==> config.mk <==
export PLATFORM = sky130hd
export DESIGN_NAME = pktgen_top
export DESIGN_NICKNAME = d
export VERILOG_FILES = /design/src/hdl/pktgen_regs_pkg.sv /design/src/hdl/eth_frame_pkg.sv /design/src/hdl/pktgen_cfg_if.sv /design/src/hdl/pktgen_regs.sv /design/src/hdl/pktgen_seq.sv /design/src/hdl/prbs_gen.sv /design/src/hdl/frame_builder.sv /design/src/hdl/pktgen_top.sv
export SDC_FILE = /design/constraint.sdc
export NUM_CORES = 1
export LEC_CHECK = 0
export ABC_AREA = 0
export BUFFER_PORTS_ARGS = -buffer_cell sky130_fd_sc_hd__buf_2
export CORE_ASPECT_RATIO = 0.7
export CORE_MARGIN = 8
export CORE_UTILIZATION = 55
export DETAILED_ROUTE_END_ITERATION = 10
export GPL_ROUTABILITY_DRIVEN = 0
export PLACE_DENSITY_LB_ADDON = 0.08
export SLEW_MARGIN = 0
export SYNTH_ARGS = -nofsm -noshare
export SYNTH_HDL_FRONTEND = slang
export SYNTH_SLANG_ARGS = --single-unit
==> constraint.sdc <==
create_clock -name clk -period 16.5 [get_ports clk]
set_input_delay 3.3 -clock clk [delete_from_list [all_inputs] [get_ports clk]]
set_output_delay 3.3 -clock clk [all_outputs]
set_load 0.005 [all_outputs]
==> src/hdl/pktgen_regs_pkg.sv <==
// host register map; word index is paddr[5:2], indices 14 and 15 are unmapped and flag an error
package pktgen_regs_pkg;

   // ----------------------------------------
   // word indices
   // ----------------------------------------
   typedef logic [3:0] reg_idx_t;                   // apb paddr[5:2]

   localparam reg_idx_t REG_NUMPKTS = 4'd0;         // frames per run, 0 runs until stop
   localparam reg_idx_t REG_RANDLEN = 4'd1;         // bit 0 selects random length
   localparam reg_idx_t REG_RANDPAY = 4'd2;         // bit 0 selects prbs payload
   localparam reg_idx_t REG_START   = 4'd3;         // write 1 to launch, reads 0
   localparam reg_idx_t REG_STOP    = 4'd4;         // level, honored at frame end
   localparam reg_idx_t REG_MACSA0  = 4'd5;         // source mac [31:0]
   localparam reg_idx_t REG_MACSA1  = 4'd6;         // source mac [47:32]
   localparam reg_idx_t REG_MACDA0  = 4'd7;         // destination mac [31:0]
   localparam reg_idx_t REG_MACDA1  = 4'd8;         // destination mac [47:32]
   localparam reg_idx_t REG_TXCNT   = 4'd9;         // frames sent, read only
   localparam reg_idx_t REG_SEED0   = 4'd10;        // prbs seed [31:0]
   localparam reg_idx_t REG_SEED1   = 4'd11;        // prbs seed [63:32]
   localparam reg_idx_t REG_SEED2   = 4'd12;        // prbs seed [91:64]
   localparam reg_idx_t REG_PKTLEN  = 4'd13;        // fixed frame size, highest mapped index

   // ----------------------------------------
   // field widths
   // ----------------------------------------
   localparam int APB_DATA_W = 32;
   localparam int PKTLEN_W   = 14;
   localparam int MAC_HI_W   = 16;                  // kept bits of MACSA1 / MACDA1
   localparam int SEED_HI_W  = 28;                  // kept bits of SEED2
   localparam int SEED_W     = 2 * APB_DATA_W + SEED_HI_W;

   // seed comes up non-zero so the prbs never locks at all zeros
   localparam logic [APB_DATA_W-1:0] SEED_RESET0 = 32'h5eed_0000;
   localparam logic [APB_DATA_W-1:0] SEED_RESET1 = 32'h5eed_0001;
   localparam logic [SEED_HI_W-1:0]  SEED_RESET2 = 28'h002_5eed;

endpackage

==> src/hdl/eth_frame_pkg.sv <==
// frame layout on the 64-bit stream; no fcs is generated, the downstream mac appends it
package eth_frame_pkg;

   // ----------------------------------------
   // stream word
   // ----------------------------------------
   localparam int BEAT_BYTES = 8;
   typedef logic [8*BEAT_BYTES-1:0] beat_t;         // first byte in bits 63:56
   typedef logic [2:0]              empty_t;        // unused bytes at the tail of eop beat
   typedef logic [15:0]             len_t;          // payload byte count
   typedef logic [47:0]             mac_t;

   // ----------------------------------------
   // length rules
   // ----------------------------------------
   localparam int FRAME_OVERHEAD = 24;              // header bytes taken off the frame size
   localparam int MAX_FRAME      = 9600;            // jumbo clamp
   localparam int RAND_LEN_MOD   = 1495;

   // what the output register takes next
   typedef enum logic [1:0] {
      bk_none,                                      // nothing, valid drops
      bk_addr,                                      // da + sa[47:32], carries sop
      bk_hdr,                                       // sa[31:0] + length + sequence
      bk_data                                       // payload
   } beat_kind_t;

   // ----------------------------------------
   // prbs23, x^23 + x^18 + 1
   // ----------------------------------------
   localparam int PRBS_W   = 23;
   localparam int PRBS_TAP = 18;
   localparam int PRBS_LEN_LSB = 64;                // random length source bits
   localparam int PRBS_LEN_MSB = 74;

endpackage

==> src/hdl/pktgen_cfg_if.sv <==
// configuration from the register block to the datapath; start is a single-cycle pulse
`timescale 1ns/1ps

interface pktgen_cfg_if;

   logic                                    start;           // one clk wide
   logic                                    stop;            // level
   logic [pktgen_regs_pkg::APB_DATA_W-1:0]  num_packets;     // 0 = endless
   logic                                    random_length;
   logic                                    random_payload;
   logic [pktgen_regs_pkg::PKTLEN_W-1:0]    pkt_length;      // frame size in bytes
   eth_frame_pkg::mac_t                     mac_da;
   eth_frame_pkg::mac_t                     mac_sa;
   logic [pktgen_regs_pkg::SEED_W-1:0]      seed;
   logic [pktgen_regs_pkg::APB_DATA_W-1:0]  tx_count;        // back from the sequencer

   modport regs (
      output start, stop, num_packets, random_length, random_payload,
      output pkt_length, mac_da, mac_sa, seed,
      input  tx_count
   );
   modport seq   (input start, stop, num_packets, output tx_count);
   modport build (input random_length, random_payload, pkt_length, mac_da, mac_sa);
   modport prbs  (input seed);

endinterface

==> src/hdl/pktgen_regs.sv <==
// apb slave with no wait states; writes land on the access edge, unmapped indices give pslverr
`timescale 1ns/1ps

module pktgen_regs (
   input  logic                                   clk,
   input  logic                                   reset,
   input  logic [5:0]                             paddr,
   input  logic                                   psel,
   input  logic                                   penable,
   input  logic                                   pwrite,
   input  logic [pktgen_regs_pkg::APB_DATA_W-1:0] pwdata,
   output logic [pktgen_regs_pkg::APB_DATA_W-1:0] prdata,
   output logic                                   pready,
   output logic                                   pslverr,
   pktgen_cfg_if.regs                             cfg
);

   localparam int W  = pktgen_regs_pkg::APB_DATA_W;
   localparam int MH = pktgen_regs_pkg::MAC_HI_W;
   localparam int SH = pktgen_regs_pkg::SEED_HI_W;

   pktgen_regs_pkg::reg_idx_t idx;
   logic                      access;               // apb access phase
   logic                      wr;

   assign idx     = paddr[5:2];
   assign access  = psel & penable;
   assign wr      = access & pwrite;
   assign pready  = 1'b1;                           // zero wait states
   assign pslverr = access & (idx > pktgen_regs_pkg::REG_PKTLEN);

   // ----------------------------------------
   // write decode
   // ----------------------------------------
   always_ff @(posedge clk or posedge reset) begin
      if (reset) begin
         cfg.start          <= 1'b0;
         cfg.stop           <= 1'b0;
         cfg.num_packets    <= '0;
         cfg.random_length  <= 1'b0;
         cfg.random_payload <= 1'b0;
         cfg.pkt_length     <= '0;
         cfg.mac_sa         <= '0;
         cfg.mac_da         <= '0;
         cfg.seed           <= {pktgen_regs_pkg::SEED_RESET2, pktgen_regs_pkg::SEED_RESET1,
                                pktgen_regs_pkg::SEED_RESET0};
      end else begin
         // self clearing, so a held 1 still gives a single pulse
         cfg.start <= wr & (idx == pktgen_regs_pkg::REG_START) & pwdata[0];
         if (wr) begin
            case (idx)
               pktgen_regs_pkg::REG_NUMPKTS: cfg.num_packets    <= pwdata;
               pktgen_regs_pkg::REG_RANDLEN: cfg.random_length  <= pwdata[0];
               pktgen_regs_pkg::REG_RANDPAY: cfg.random_payload <= pwdata[0];
               pktgen_regs_pkg::REG_STOP:    cfg.stop           <= pwdata[0];
               pktgen_regs_pkg::REG_MACSA0:  cfg.mac_sa[W-1:0]   <= pwdata;
               pktgen_regs_pkg::REG_MACSA1:  cfg.mac_sa[W +: MH] <= pwdata[MH-1:0];
               pktgen_regs_pkg::REG_MACDA0:  cfg.mac_da[W-1:0]   <= pwdata;
               pktgen_regs_pkg::REG_MACDA1:  cfg.mac_da[W +: MH] <= pwdata[MH-1:0];
               pktgen_regs_pkg::REG_SEED0:   cfg.seed[W-1:0]     <= pwdata;
               pktgen_regs_pkg::REG_SEED1:   cfg.seed[W +: W]    <= pwdata;
               pktgen_regs_pkg::REG_SEED2:   cfg.seed[2*W +: SH] <= pwdata[SH-1:0];
               pktgen_regs_pkg::REG_PKTLEN:
                  cfg.pkt_length <= pwdata[pktgen_regs_pkg::PKTLEN_W-1:0];
               default: ;                           // start, txcnt and holes
            endcase
         end
      end
   end

   // ----------------------------------------
   // read mux, straight from the registers
   // ----------------------------------------
   always_comb begin
      case (idx)
         pktgen_regs_pkg::REG_NUMPKTS: prdata = cfg.num_packets;
         pktgen_regs_pkg::REG_RANDLEN: prdata = W'(cfg.random_length);
         pktgen_regs_pkg::REG_RANDPAY: prdata = W'(cfg.random_payload);
         pktgen_regs_pkg::REG_STOP:    prdata = W'(cfg.stop);
         pktgen_regs_pkg::REG_MACSA0:  prdata = cfg.mac_sa[W-1:0];
         pktgen_regs_pkg::REG_MACSA1:  prdata = W'(cfg.mac_sa[W +: MH]);   // upper half reads 0
         pktgen_regs_pkg::REG_MACDA0:  prdata = cfg.mac_da[W-1:0];
         pktgen_regs_pkg::REG_MACDA1:  prdata = W'(cfg.mac_da[W +: MH]);
         pktgen_regs_pkg::REG_TXCNT:   prdata = cfg.tx_count;
         pktgen_regs_pkg::REG_SEED0:   prdata = cfg.seed[W-1:0];
         pktgen_regs_pkg::REG_SEED1:   prdata = cfg.seed[W +: W];
         pktgen_regs_pkg::REG_SEED2:   prdata = W'(cfg.seed[2*W +: SH]);
         pktgen_regs_pkg::REG_PKTLEN:  prdata = W'(cfg.pkt_length);
         default:                      prdata = '0;  // start reads back 0
      endcase
   end

endmodule

==> src/hdl/pktgen_seq.sv <==
// frame sequencer; start is taken only in idle, stop and the packet limit act after a last beat
`timescale 1ns/1ps

module pktgen_seq (
   input  logic                      clk,
   input  logic                      reset,
   pktgen_cfg_if.seq                 cfg,
   input  logic                      tx_ready,
   input  logic                      last_beat,     // from the builder
   output eth_frame_pkg::beat_kind_t kind,          // beat to load on the next update
   output logic                      accept,        // presented beat transfers
   output logic                      load_len,      // latch payload length
   output eth_frame_pkg::len_t       seq_num
);

   typedef enum logic [2:0] {s_idle, s_load, s_addr, s_hdr, s_data, s_gap} state_t;

   state_t state;
   state_t state_nxt;
   logic   presenting;                              // a beat sits on the stream port
   logic   done;                                    // run ends at this frame boundary

   assign presenting = (state == s_addr) | (state == s_hdr) | (state == s_data);
   assign accept     = presenting & tx_ready;
   assign load_len   = (state == s_load);
   assign done       = cfg.stop |
                       ((cfg.num_packets != '0) & (cfg.tx_count == cfg.num_packets));

   // ----------------------------------------
   // next state and next beat
   // ----------------------------------------
   always_comb begin
      state_nxt = state;
      kind      = eth_frame_pkg::bk_none;           // valid drops in idle and gap
      case (state)
         s_idle: if (cfg.start) state_nxt = s_load;
         s_load: begin
            kind      = eth_frame_pkg::bk_addr;
            state_nxt = s_addr;
         end
         s_addr: begin
            kind = eth_frame_pkg::bk_hdr;
            if (accept) state_nxt = s_hdr;
         end
         s_hdr, s_data: begin                       // empty payload ends on the header
            if (!last_beat) kind = eth_frame_pkg::bk_data;
            if (accept) state_nxt = last_beat ? s_gap : s_data;
         end
         s_gap:   state_nxt = done ? s_idle : s_load;
         default: state_nxt = s_idle;
      endcase
   end

   // ----------------------------------------
   // state, sequence number, frames sent
   // ----------------------------------------
   always_ff @(posedge clk or posedge reset) begin
      if (reset) begin
         state        <= s_idle;
         seq_num      <= '0;
         cfg.tx_count <= '0;
      end else begin
         state <= state_nxt;
         if (cfg.start) begin
            seq_num      <= '0;
            cfg.tx_count <= '0;
         end else if (accept & last_beat) begin // count at frame end
            seq_num      <= seq_num + 1'b1;
            cfg.tx_count <= cfg.tx_count + 1'b1;
         end
      end
   end

endmodule

==> src/hdl/prbs_gen.sv <==
// independent prbs23 lanes jumping 23 serial steps per advance; an all-zero seed lane stays zero
`timescale 1ns/1ps

module prbs_gen #(
   parameter int LANES = 4
) (
   input  logic                                    clk,
   input  logic                                    reset,
   input  logic                                    load,      // take the seed
   input  logic                                    advance,   // one jump per beat
   input  logic [eth_frame_pkg::PRBS_W*LANES-1:0] seed,
   output logic [eth_frame_pkg::PRBS_W*LANES-1:0] prbs
);

   localparam int W = eth_frame_pkg::PRBS_W;

   // 23 right shifts of x^23 + x^18 + 1 unrolled
   function automatic logic [W-1:0] jump(input logic [W-1:0] s);
      logic [W-1:0] t;
      t = s;
      for (int i = 0; i < W; i++) begin
         t = {t[eth_frame_pkg::PRBS_TAP] ^ t[0], t[W-1:1]};   // new msb from taps 18 and 0
      end
      return t;
   endfunction

   always_ff @(posedge clk or posedge reset) begin
      if (reset) begin
         prbs <= '0;
      end else if (load) begin
         prbs <= seed;
      end else if (advance) begin
         for (int l = 0; l < LANES; l++) begin
            prbs[l*W +: W] <= jump(prbs[l*W +: W]);
         end
      end
   end

endmodule

==> src/hdl/frame_builder.sv <==
// registered stream source; outputs hold while tx_ready is low, bytes past the payload are filler
`timescale 1ns/1ps

module frame_builder (
   input  logic                                  clk,
   input  logic                                  reset,
   pktgen_cfg_if.build                           cfg,
   input  eth_frame_pkg::beat_kind_t             kind,
   input  logic                                  accept,
   input  logic                                  load_len,
   input  eth_frame_pkg::len_t                   seq_num,
   input  logic [eth_frame_pkg::PRBS_LEN_MSB:0]  prbs,
   input  logic                                  tx_ready,
   output logic                                  last_beat,
   output eth_frame_pkg::beat_t                  tx_data,
   output logic                                  tx_valid,
   output logic                                  tx_sop,
   output logic                                  tx_eop,
   output eth_frame_pkg::empty_t                 tx_empty
);

   localparam int NB = eth_frame_pkg::BEAT_BYTES;

   eth_frame_pkg::len_t   frame_sz;
   eth_frame_pkg::len_t   len_nxt;                  // payload length for the coming frame
   eth_frame_pkg::len_t   len_q;
   eth_frame_pkg::len_t   remain;                   // bytes from the next data beat on
   logic [7:0]            pay_idx;                  // first byte of the next data beat
   eth_frame_pkg::beat_t  inc_word;
   eth_frame_pkg::empty_t last_empty;
   logic                  upd;                      // output register may change
   logic                  step;                     // a data beat is being loaded
   logic                  data_last;

   assign upd        = ~tx_valid | tx_ready;
   assign step       = accept & (kind == eth_frame_pkg::bk_data);
   assign data_last  = remain <= eth_frame_pkg::len_t'(NB);
   assign last_empty = 3'd0 - len_q[2:0];           // (8 - L mod 8) mod 8
   assign last_beat  = tx_eop;
   assign frame_sz   = eth_frame_pkg::len_t'(cfg.pkt_length);

   // ----------------------------------------
   // payload length and pattern
   // ----------------------------------------
   always_comb begin
      if (cfg.random_length) begin
         len_nxt = eth_frame_pkg::len_t'(prbs[eth_frame_pkg::PRBS_LEN_MSB:
                                               eth_frame_pkg::PRBS_LEN_LSB]) %
                   eth_frame_pkg::len_t'(eth_frame_pkg::RAND_LEN_MOD);
      end else if (frame_sz < eth_frame_pkg::len_t'(eth_frame_pkg::FRAME_OVERHEAD)) begin
         len_nxt = '0;                              // header only
      end else if (frame_sz > eth_frame_pkg::len_t'(eth_frame_pkg::MAX_FRAME)) begin
         len_nxt = eth_frame_pkg::len_t'(eth_frame_pkg::MAX_FRAME -
                                         eth_frame_pkg::FRAME_OVERHEAD);
      end else begin
         len_nxt = frame_sz - eth_frame_pkg::len_t'(eth_frame_pkg::FRAME_OVERHEAD);
      end
   end

   always_comb begin
      for (int b = 0; b < NB; b++) begin            // byte k carries k mod 256
         inc_word[8*(NB-1-b) +: 8] = pay_idx + 8'(b);
      end
   end

   // ----------------------------------------
   // counters and stream control
   // ----------------------------------------
   always_ff @(posedge clk or posedge reset) begin
      if (reset) begin
         len_q    <= '0;
         remain   <= '0;
         pay_idx  <= '0;
         tx_valid <= 1'b0;
         tx_sop   <= 1'b0;
         tx_eop   <= 1'b0;
         tx_empty <= '0;
      end else begin
         if (load_len) begin
            len_q   <= len_nxt;
            remain  <= len_nxt;
            pay_idx <= '0;
         end else if (step) begin
            remain  <= remain - eth_frame_pkg::len_t'(NB);
            pay_idx <= pay_idx + 8'(NB);
         end
         if (upd) begin
            tx_valid <= kind != eth_frame_pkg::bk_none;
            tx_sop   <= kind == eth_frame_pkg::bk_addr;
            tx_eop   <= ((kind == eth_frame_pkg::bk_hdr) & (len_q == '0)) |
                        ((kind == eth_frame_pkg::bk_data) & data_last);
            tx_empty <= ((kind == eth_frame_pkg::bk_data) & data_last) ? last_empty : '0;
         end
      end
   end

   // data word, holds through the gap
   always_ff @(posedge clk) begin
      if (upd) begin
         case (kind)
            eth_frame_pkg::bk_addr: tx_data <= {cfg.mac_da, cfg.mac_sa[47:32]};
            eth_frame_pkg::bk_hdr:  tx_data <= {cfg.mac_sa[31:0], len_q, seq_num};
            eth_frame_pkg::bk_data: tx_data <= cfg.random_payload ? prbs[63:0] : inc_word;
            default: ;
         endcase
      end
   end

endmodule

==> src/hdl/pktgen_top.sv <==
// packet generator top; apb and stream share clk, reset is asynchronous and active high
`timescale 1ns/1ps

module pktgen_top (
   input  logic                                   clk,
   input  logic                                   reset,
   input  logic [5:0]                             paddr,
   input  logic                                   psel,
   input  logic                                   penable,
   input  logic                                   pwrite,
   input  logic [pktgen_regs_pkg::APB_DATA_W-1:0] pwdata,
   output logic [pktgen_regs_pkg::APB_DATA_W-1:0] prdata,
   output logic                                   pready,
   output logic                                   pslverr,
   input  logic                                   tx_ready,
   output eth_frame_pkg::beat_t                   tx_data,
   output logic                                   tx_valid,
   output logic                                   tx_sop,
   output logic                                   tx_eop,
   output eth_frame_pkg::empty_t                  tx_empty
);

   localparam int LANES = 4;                        // 4 x 23 covers the 92-bit seed

   eth_frame_pkg::beat_kind_t                   kind;
   logic                                        accept;
   logic                                        load_len;
   logic                                        last_beat;
   logic                                        prbs_step;
   eth_frame_pkg::len_t                         seq_num;
   logic [eth_frame_pkg::PRBS_W*LANES-1:0]      prbs_word;

   pktgen_cfg_if cfg ();

   // every transfer except the address beat, whose next kind is the header
   assign prbs_step = accept & (kind != eth_frame_pkg::bk_hdr);

   pktgen_regs u_regs (
      .clk, .reset, .paddr, .psel, .penable, .pwrite, .pwdata,
      .prdata, .pready, .pslverr, .cfg (cfg.regs)
   );

   pktgen_seq u_seq (
      .clk, .reset, .cfg (cfg.seq), .tx_ready, .last_beat,
      .kind, .accept, .load_len, .seq_num
   );

   prbs_gen #(.LANES (LANES)) u_prbs (
      .clk, .reset, .load (cfg.start), .advance (prbs_step),
      .seed (cfg.seed), .prbs (prbs_word)
   );

   frame_builder u_build (
      .clk, .reset, .cfg (cfg.build), .kind, .accept, .load_len, .seq_num,
      .prbs (prbs_word[eth_frame_pkg::PRBS_LEN_MSB:0]), .tx_ready, .last_beat,
      .tx_data, .tx_valid, .tx_sop, .tx_eop, .tx_empty
   );

endmodule

# Word-level counts from Yosys, hierarchy flattened
# Cells that the tools add are included.
dict set report totals {
  register_bits 491
  output_inout_bits 104
  word_cells 228
}
dict set report op_classes {
  n_addsub 13
  div 1
  magnitude_cmp 4
  n_eq_ne 26
  mux 25
  bitwise 110
  n_reduce_logical 24
}
# cell count
set op_table {}
lappend op_table {{case mux 32 bit (13 select lines)} 1}
lappend op_table {{case mux 64 bit (3 select lines)} 1}
lappend op_table {{two-way mux 92 bit} 2}
lappend op_table {{two-way mux 16 bit} 7}
lappend op_table {{XOR 1 bit} 92}
lappend op_table {{two-way mux 32 bit} 2}
lappend op_table {{two-way mux 64 bit} 1}
lappend op_table {{adder 32 x 1 -> 32 bit, second input constant} 1}
lappend op_table {{adder 8 x 3 -> 8 bit, second input constant} 4}
lappend op_table {{== test 32 bit} 1}
lappend op_table {{nonzero test 32 bit} 1}
lappend op_table {{AND reduction 2 bit} 13}
lappend op_table {{== test 4 bit, second input constant} 6}
lappend op_table {{adder 16 x 1 -> 16 bit, second input constant} 1}
lappend op_table {{adder 8 x 2 -> 8 bit, second input constant} 2}
lappend op_table {{== test 4 x 3 -> 1 bit, second input constant} 4}
lappend op_table {{<= comparator 16 x 4 -> 1 bit, second input constant} 1}
lappend op_table {{zero test 16 bit} 1}
lappend op_table {{modulo 11 x 11 -> 16 bit, second input constant} 1}
lappend op_table {{two-way mux 8 bit} 2}
lappend op_table {{subtractor 16 x 4 -> 16 bit, second input constant} 1}
lappend op_table {{case mux 3 bit (5 select lines)} 1}
lappend op_table {{subtractor 14 x 5 -> 15 bit, second input constant} 1}
lappend op_table {{> comparator 14 bit, second input constant} 1}
lappend op_table {{26 further kinds} 55}

# Longest topological paths before layout
dict set report depth {
  word_depth 7
  depth_mapped 9
  mapped_depth_nobuf 6
}

# By module
# From an unflattened synthesis, not the netlist that was laid out.
dict set report hier_totals {
  cells_unflattened 2290
  area_unflattened_um2 25326.8
}
# mod n_inst cells_per_inst area_each_um2 seq_area_each_um2
set modules_own_cells {}
lappend modules_own_cells {pktgen_regs 1 763 10866.7 5999.5}
lappend modules_own_cells {frame_builder 1 617 5995.8 2997.9}
lappend modules_own_cells {prbs_gen 1 560 5316.3 2302.2}
lappend modules_own_cells {pktgen_seq 1 348 3136.8 1276.2}
lappend modules_own_cells {pktgen_top 1 2 11.3 0.0}

# Least setup slack after synthesis
# Ideal clock, no wire load.
dict set report synth_path {
  kind {input to output}
  startpoint {in paddr[4]}
  endpoint {out prdata[10] in the netlist's numbering}
  arrival_time_ps 4797
  required_time_ps 13200
  setup_slack_ps 8403
  stages 8
  n_path_buf 3
  cell_sequence {buf_2 -> nand2b_1 -> clkbuf_1 -> nor3_1 -> clkbuf_1 -> a22o_1 -> a221oi_1 -> nand4_1}
}
dict set report synth_via {
  elab_chain_len 2
}
# element line_no
set synth_rtl {}
lappend synth_rtl {{start, declared} pktgen_top.sv:7} ;# input logic [5:0] paddr,
lappend synth_rtl {{== test 4 bit, or another cell as far along} pktgen_regs.sv:75} ;# case (idx)
lappend synth_rtl {{case mux 32 bit (13 select lines) (*)} pktgen_regs.sv:75}
lappend synth_rtl {{end, declared} pktgen_top.sv:12} ;# output logic [pktgen_regs_pkg::APB_DATA_W-1:0] prdata,
# Every way passes the cells marked *; elsewhere a longest branch is shown, timed or not.

# Final worst setup path
dict set report layout_path {
  startpoint {in paddr[5]}
  endpoint {out prdata[2] in the netlist's numbering}
}
# Same word-level chain as after synthesis.

==> reports/qor.csv <==
stage,metric,value,unit
floorplanning,I/O pins,148,
cts,clk buf depth,3,
power,Leakage,11.57,nW
drt,drt via density,6.586,
cts,Num CTS Buffers,48,
logic_synthesis,syn nets,2250,
worst_setup_path,Crit path required time,13.20,ns
layout,filler cell count,3510,
power,sw frac,0.3733,
timing,slew margin rel.,0.1919,
logic_synthesis,Yosys reg bits,488,
cts,CTS H-tree lvls,2,
layout,register area,12580,sq um
timing,worst slew pin tran,1.205,ns
floorplanning,DIE WIDTH,267.0,um
floorplanning,Die ar.,51190,sq um
placement,# placed instances,2824,
power,sequential power share,0.420,
power,Max IR drop VDD,0.0001532,V
worst_setup_path,startpoint types,input port,
layout,Final Net Count,2331,
worst_setup_path,Setup Crit Path Kind,input port to output port,
logic_synthesis,top_reg_cell synth,dfrtp_1,
floorplanning,num rows,64,
power,fraction of power consumed by combinational cells,0.337,
drt,WL/cell,29.64,um
power,Int Power,2.973,mW
global_routing,Global Route met3 Usage,0.1007,
cts,CTS tree,done,
cts,"CTS clk-pin slew, worst paths",0.06,ns
cts,clock latency on the worst-skew pair,0.59,ns
logic_synthesis,post-synth top area cell,dfrtp_1,
timing,hold_ws,0.4715,ns
worst_setup_path,Worst path max stage delay,0.53,ns
drt,post-route ant nets,0,
logic_synthesis,Mapped Area,24260,sq um
cts,post-CTS setup buffer count,0,
layout,post-route insts no fill,2918,
timing,Final period util,0.5378,
logic_synthesis,Post-synth ARST share,0.8689,
timing,Setup Skew,0.01761,ns
layout,share of post-route cells with drive strength above 1,0.2416,
drt,routed via count,19220,
logic_synthesis,post-synthesis sequential area ratio,0.5184,
logic_synthesis,top post-synthesis cells by area,"dfrtp_1, mux2_2, edfxtp_1, xnor2_1, dfstp_2",
placement,Placed Area,25540,sq um
worst_setup_path,crit end category,output port,
worst_setup_path,Arrival @ worst endpoint,5.57,ns
worst_setup_path,CP max-delay cell,a221oi_1,
power,Pwr Total,4.744,mW
logic_synthesis,Commonest cells post-synth,"dfrtp_1, mux2_2, nand2_1",
timing,setup TNS,0,ns
drt,1st-iter DRT viols,2620,
worst_setup_path,Crit path max-delay family,compound AO/OA/AOI/OAI gates,
global_routing,largest net degree at the start of global routing,175,
timing,fmax,112.7,MHz
logic_synthesis,Synth cell types,71,
placement,Post-Place Setup Slack,7.718,ns
placement,Final HPWL DP,59.21,mm
worst_hold_path,Hold Path Origin,u_build.tx_sop,
layout,Finished Core Util,0.6225,
placement,I/O Buffers,144,
timing,Final Setup Violations,0,
layout,area of the multi-input gates,10970,sq um
global_routing,first-pass GRT wire length,126.4,mm
logic_synthesis,Synth top area share,0.4012,
timing,crit path time final,8.873,ns
worst_setup_path,CP Max Fanout,32,
cts,cts repair resizes,0,
drt,drt drc,0,
global_routing,initial antenna violation count,8,
timing,"Slew Viols, Final",0,
logic_synthesis,Gate Count Post-Synth,2199,
global_routing,met2 GRT Util,0.4656,
timing,setup slack after layout,7.627,ns
power,switching pwr,1.771,mW
worst_setup_path,Critical R2R Launch,u_seq.state[0],
floorplanning,Die Y,191.7,um
job,max cap viols,0,
worst_setup_path,"Cell Chain, Critical Path",buf_2 > nand2b_1 > nor2_2 > buf_4 > a22o_1 > a221oi_1 > nand4_1 > buf_2,
worst_hold_path,worst hold path type,flop to flop,
timing,Final Hold Viols,0,
floorplanning,Core Footprint,43640,sq um
global_routing,number of global-route vias before repair,18310,
global_routing,GRT Total Usage,0.3337,
cts,"Hold-fix buffers, CTS",0,
worst_setup_path,WP buf/inv,3,
timing,unrepaired setup endpoints after global routing,no,
floorplanning,Initial Utilization,0.5559,
worst_setup_path,CP dominant cell by count,buf_2,
layout,area grow syn2layout,11.98,%
global_routing,GRT busiest layer,met1,
layout,Layout Cell Area excl Fill,27170,sq um
drt,Routed WL,86.48,mm
logic_synthesis,Mean Syn Cell Area,11.03,sq um
worst_setup_path,CP startpoint,paddr[5],
cts,CTS root buf,clkbuf_16,
drt,DR pass1 iterations,6,
power,power share of the clock group,0.244,
run_status,status,"complete, no violations",
logic_synthesis,Post-synth EDFFs,64,
power,PD cells,174.6,nW/um^2
logic_synthesis,Ys Warns,0,
cts,clk sinks,488,
global_routing,total congestion overflow,0,
logic_synthesis,most frequent cell after synthesis,dfrtp_1,
global_routing,met1 usage,0.4862,
-- logic make-up after synthesis --
family                   Yosys count  share of synthesized area
multiplexers                     240                     0.1111
AND/OR/NAND/NOR                  561                     0.1087
flip-flops                       488                     0.5184
other                              1                  0.0001546
adder cells (fa/ha/maj)            7                   0.003610
AO/OA/AOI/OAI                    461                     0.1295
XOR/XNOR                         234                    0.09412
buffers and inverters            207                    0.03445
-- flip-flops by register name (all words and copies together), names as in the netlist --
name	count
u_build.last_beat	1
u_build.len_q	16
u_build.pay_idx	5
u_build.remain	16
u_build.tx_data	64
u_build.tx_empty	3
u_build.tx_sop	1
u_build.tx_valid	1
u_prbs.prbs	92
u_regs.cfg.mac_da	48
u_regs.cfg.mac_sa	48
u_regs.cfg.num_packets	32
u_regs.cfg.pkt_length	14
u_regs.cfg.random_length	1
u_regs.cfg.random_payload	1
u_regs.cfg.seed	92
u_regs.cfg.start	1
u_regs.cfg.stop	1
u_seq.cfg.tx_count	32
u_seq.seq_num	16
u_seq.state	3
-- worst register-to-register path, delay by kind of cell (launching register included) --
family / cells / cell delay (ns)
AO/OA/AOI/OAI: 2 / 0.61
buffers and inverters: 1 / 0.36
AND/OR/NAND/NOR: 3 / 1.53
flip-flops: 1 / 0.51
-- area by class of cell --
| cell class | count | share of cell area |
|---|---|---|
| antenna | 6 | 0.0005527 |
| clock buffer | 63 | 0.04928 |
| clock inverter | 25 | 0.01013 |
| inverter | 57 | 0.008152 |
| multi-input combinational | 1504 | 0.4038 |
| sequential | 488 | 0.4631 |
| tap | 594 | 0.02736 |
| timing repair buffer | 181 | 0.03767 |
-- metal layers --
layer  up-vias  wire length [um]
met4         4              3648
met2      1208             35690
met3       189             11500
met5         -                23
met1      9697             35610
li1       8120                 -
-- path summary, 6_finish.rpt --
check	slack, ns	cells past startpoint	to
setup / recovery	7.63	8	prdata[2]
hold / removal	0.47	2	u_build.tx_sop
setup reg to reg	13.36	6	u_build.tx_data[58]
hold reg to reg	0.47	2	u_build.tx_sop
max in group asynchronous	11.17	4	u_regs.cfg.start
min in group asynchronous	2.84	2	u_prbs.prbs[90]
-- placed cells by master (no fill, tap or decap), types with 64 or more instances in the layout --
cell type and n:
mux2_2 234, dfrtp_1 388, nor2_1 138, o21ai_0 121
a22oi_1 103, edfxtp_1 64, xnor2_1 159, nand2_1 191
a21oi_1 90, buf_2 144
-- power groups by stage --
stage / clock network (mW) / registers (mW) / logic (mW)
floorplan: 0 / 1.85 / 1.13
detailed placement: 0 / 1.99 / 1.57
global route: 1.21 / 2.02 / 1.73
global placement: 0 / 1.98 / 1.55
CTS: 1.16 / 1.97 / 1.59
finish: 1.16 / 1.99 / 1.60
No activity file was read; power rests on OpenSTA's default activity.
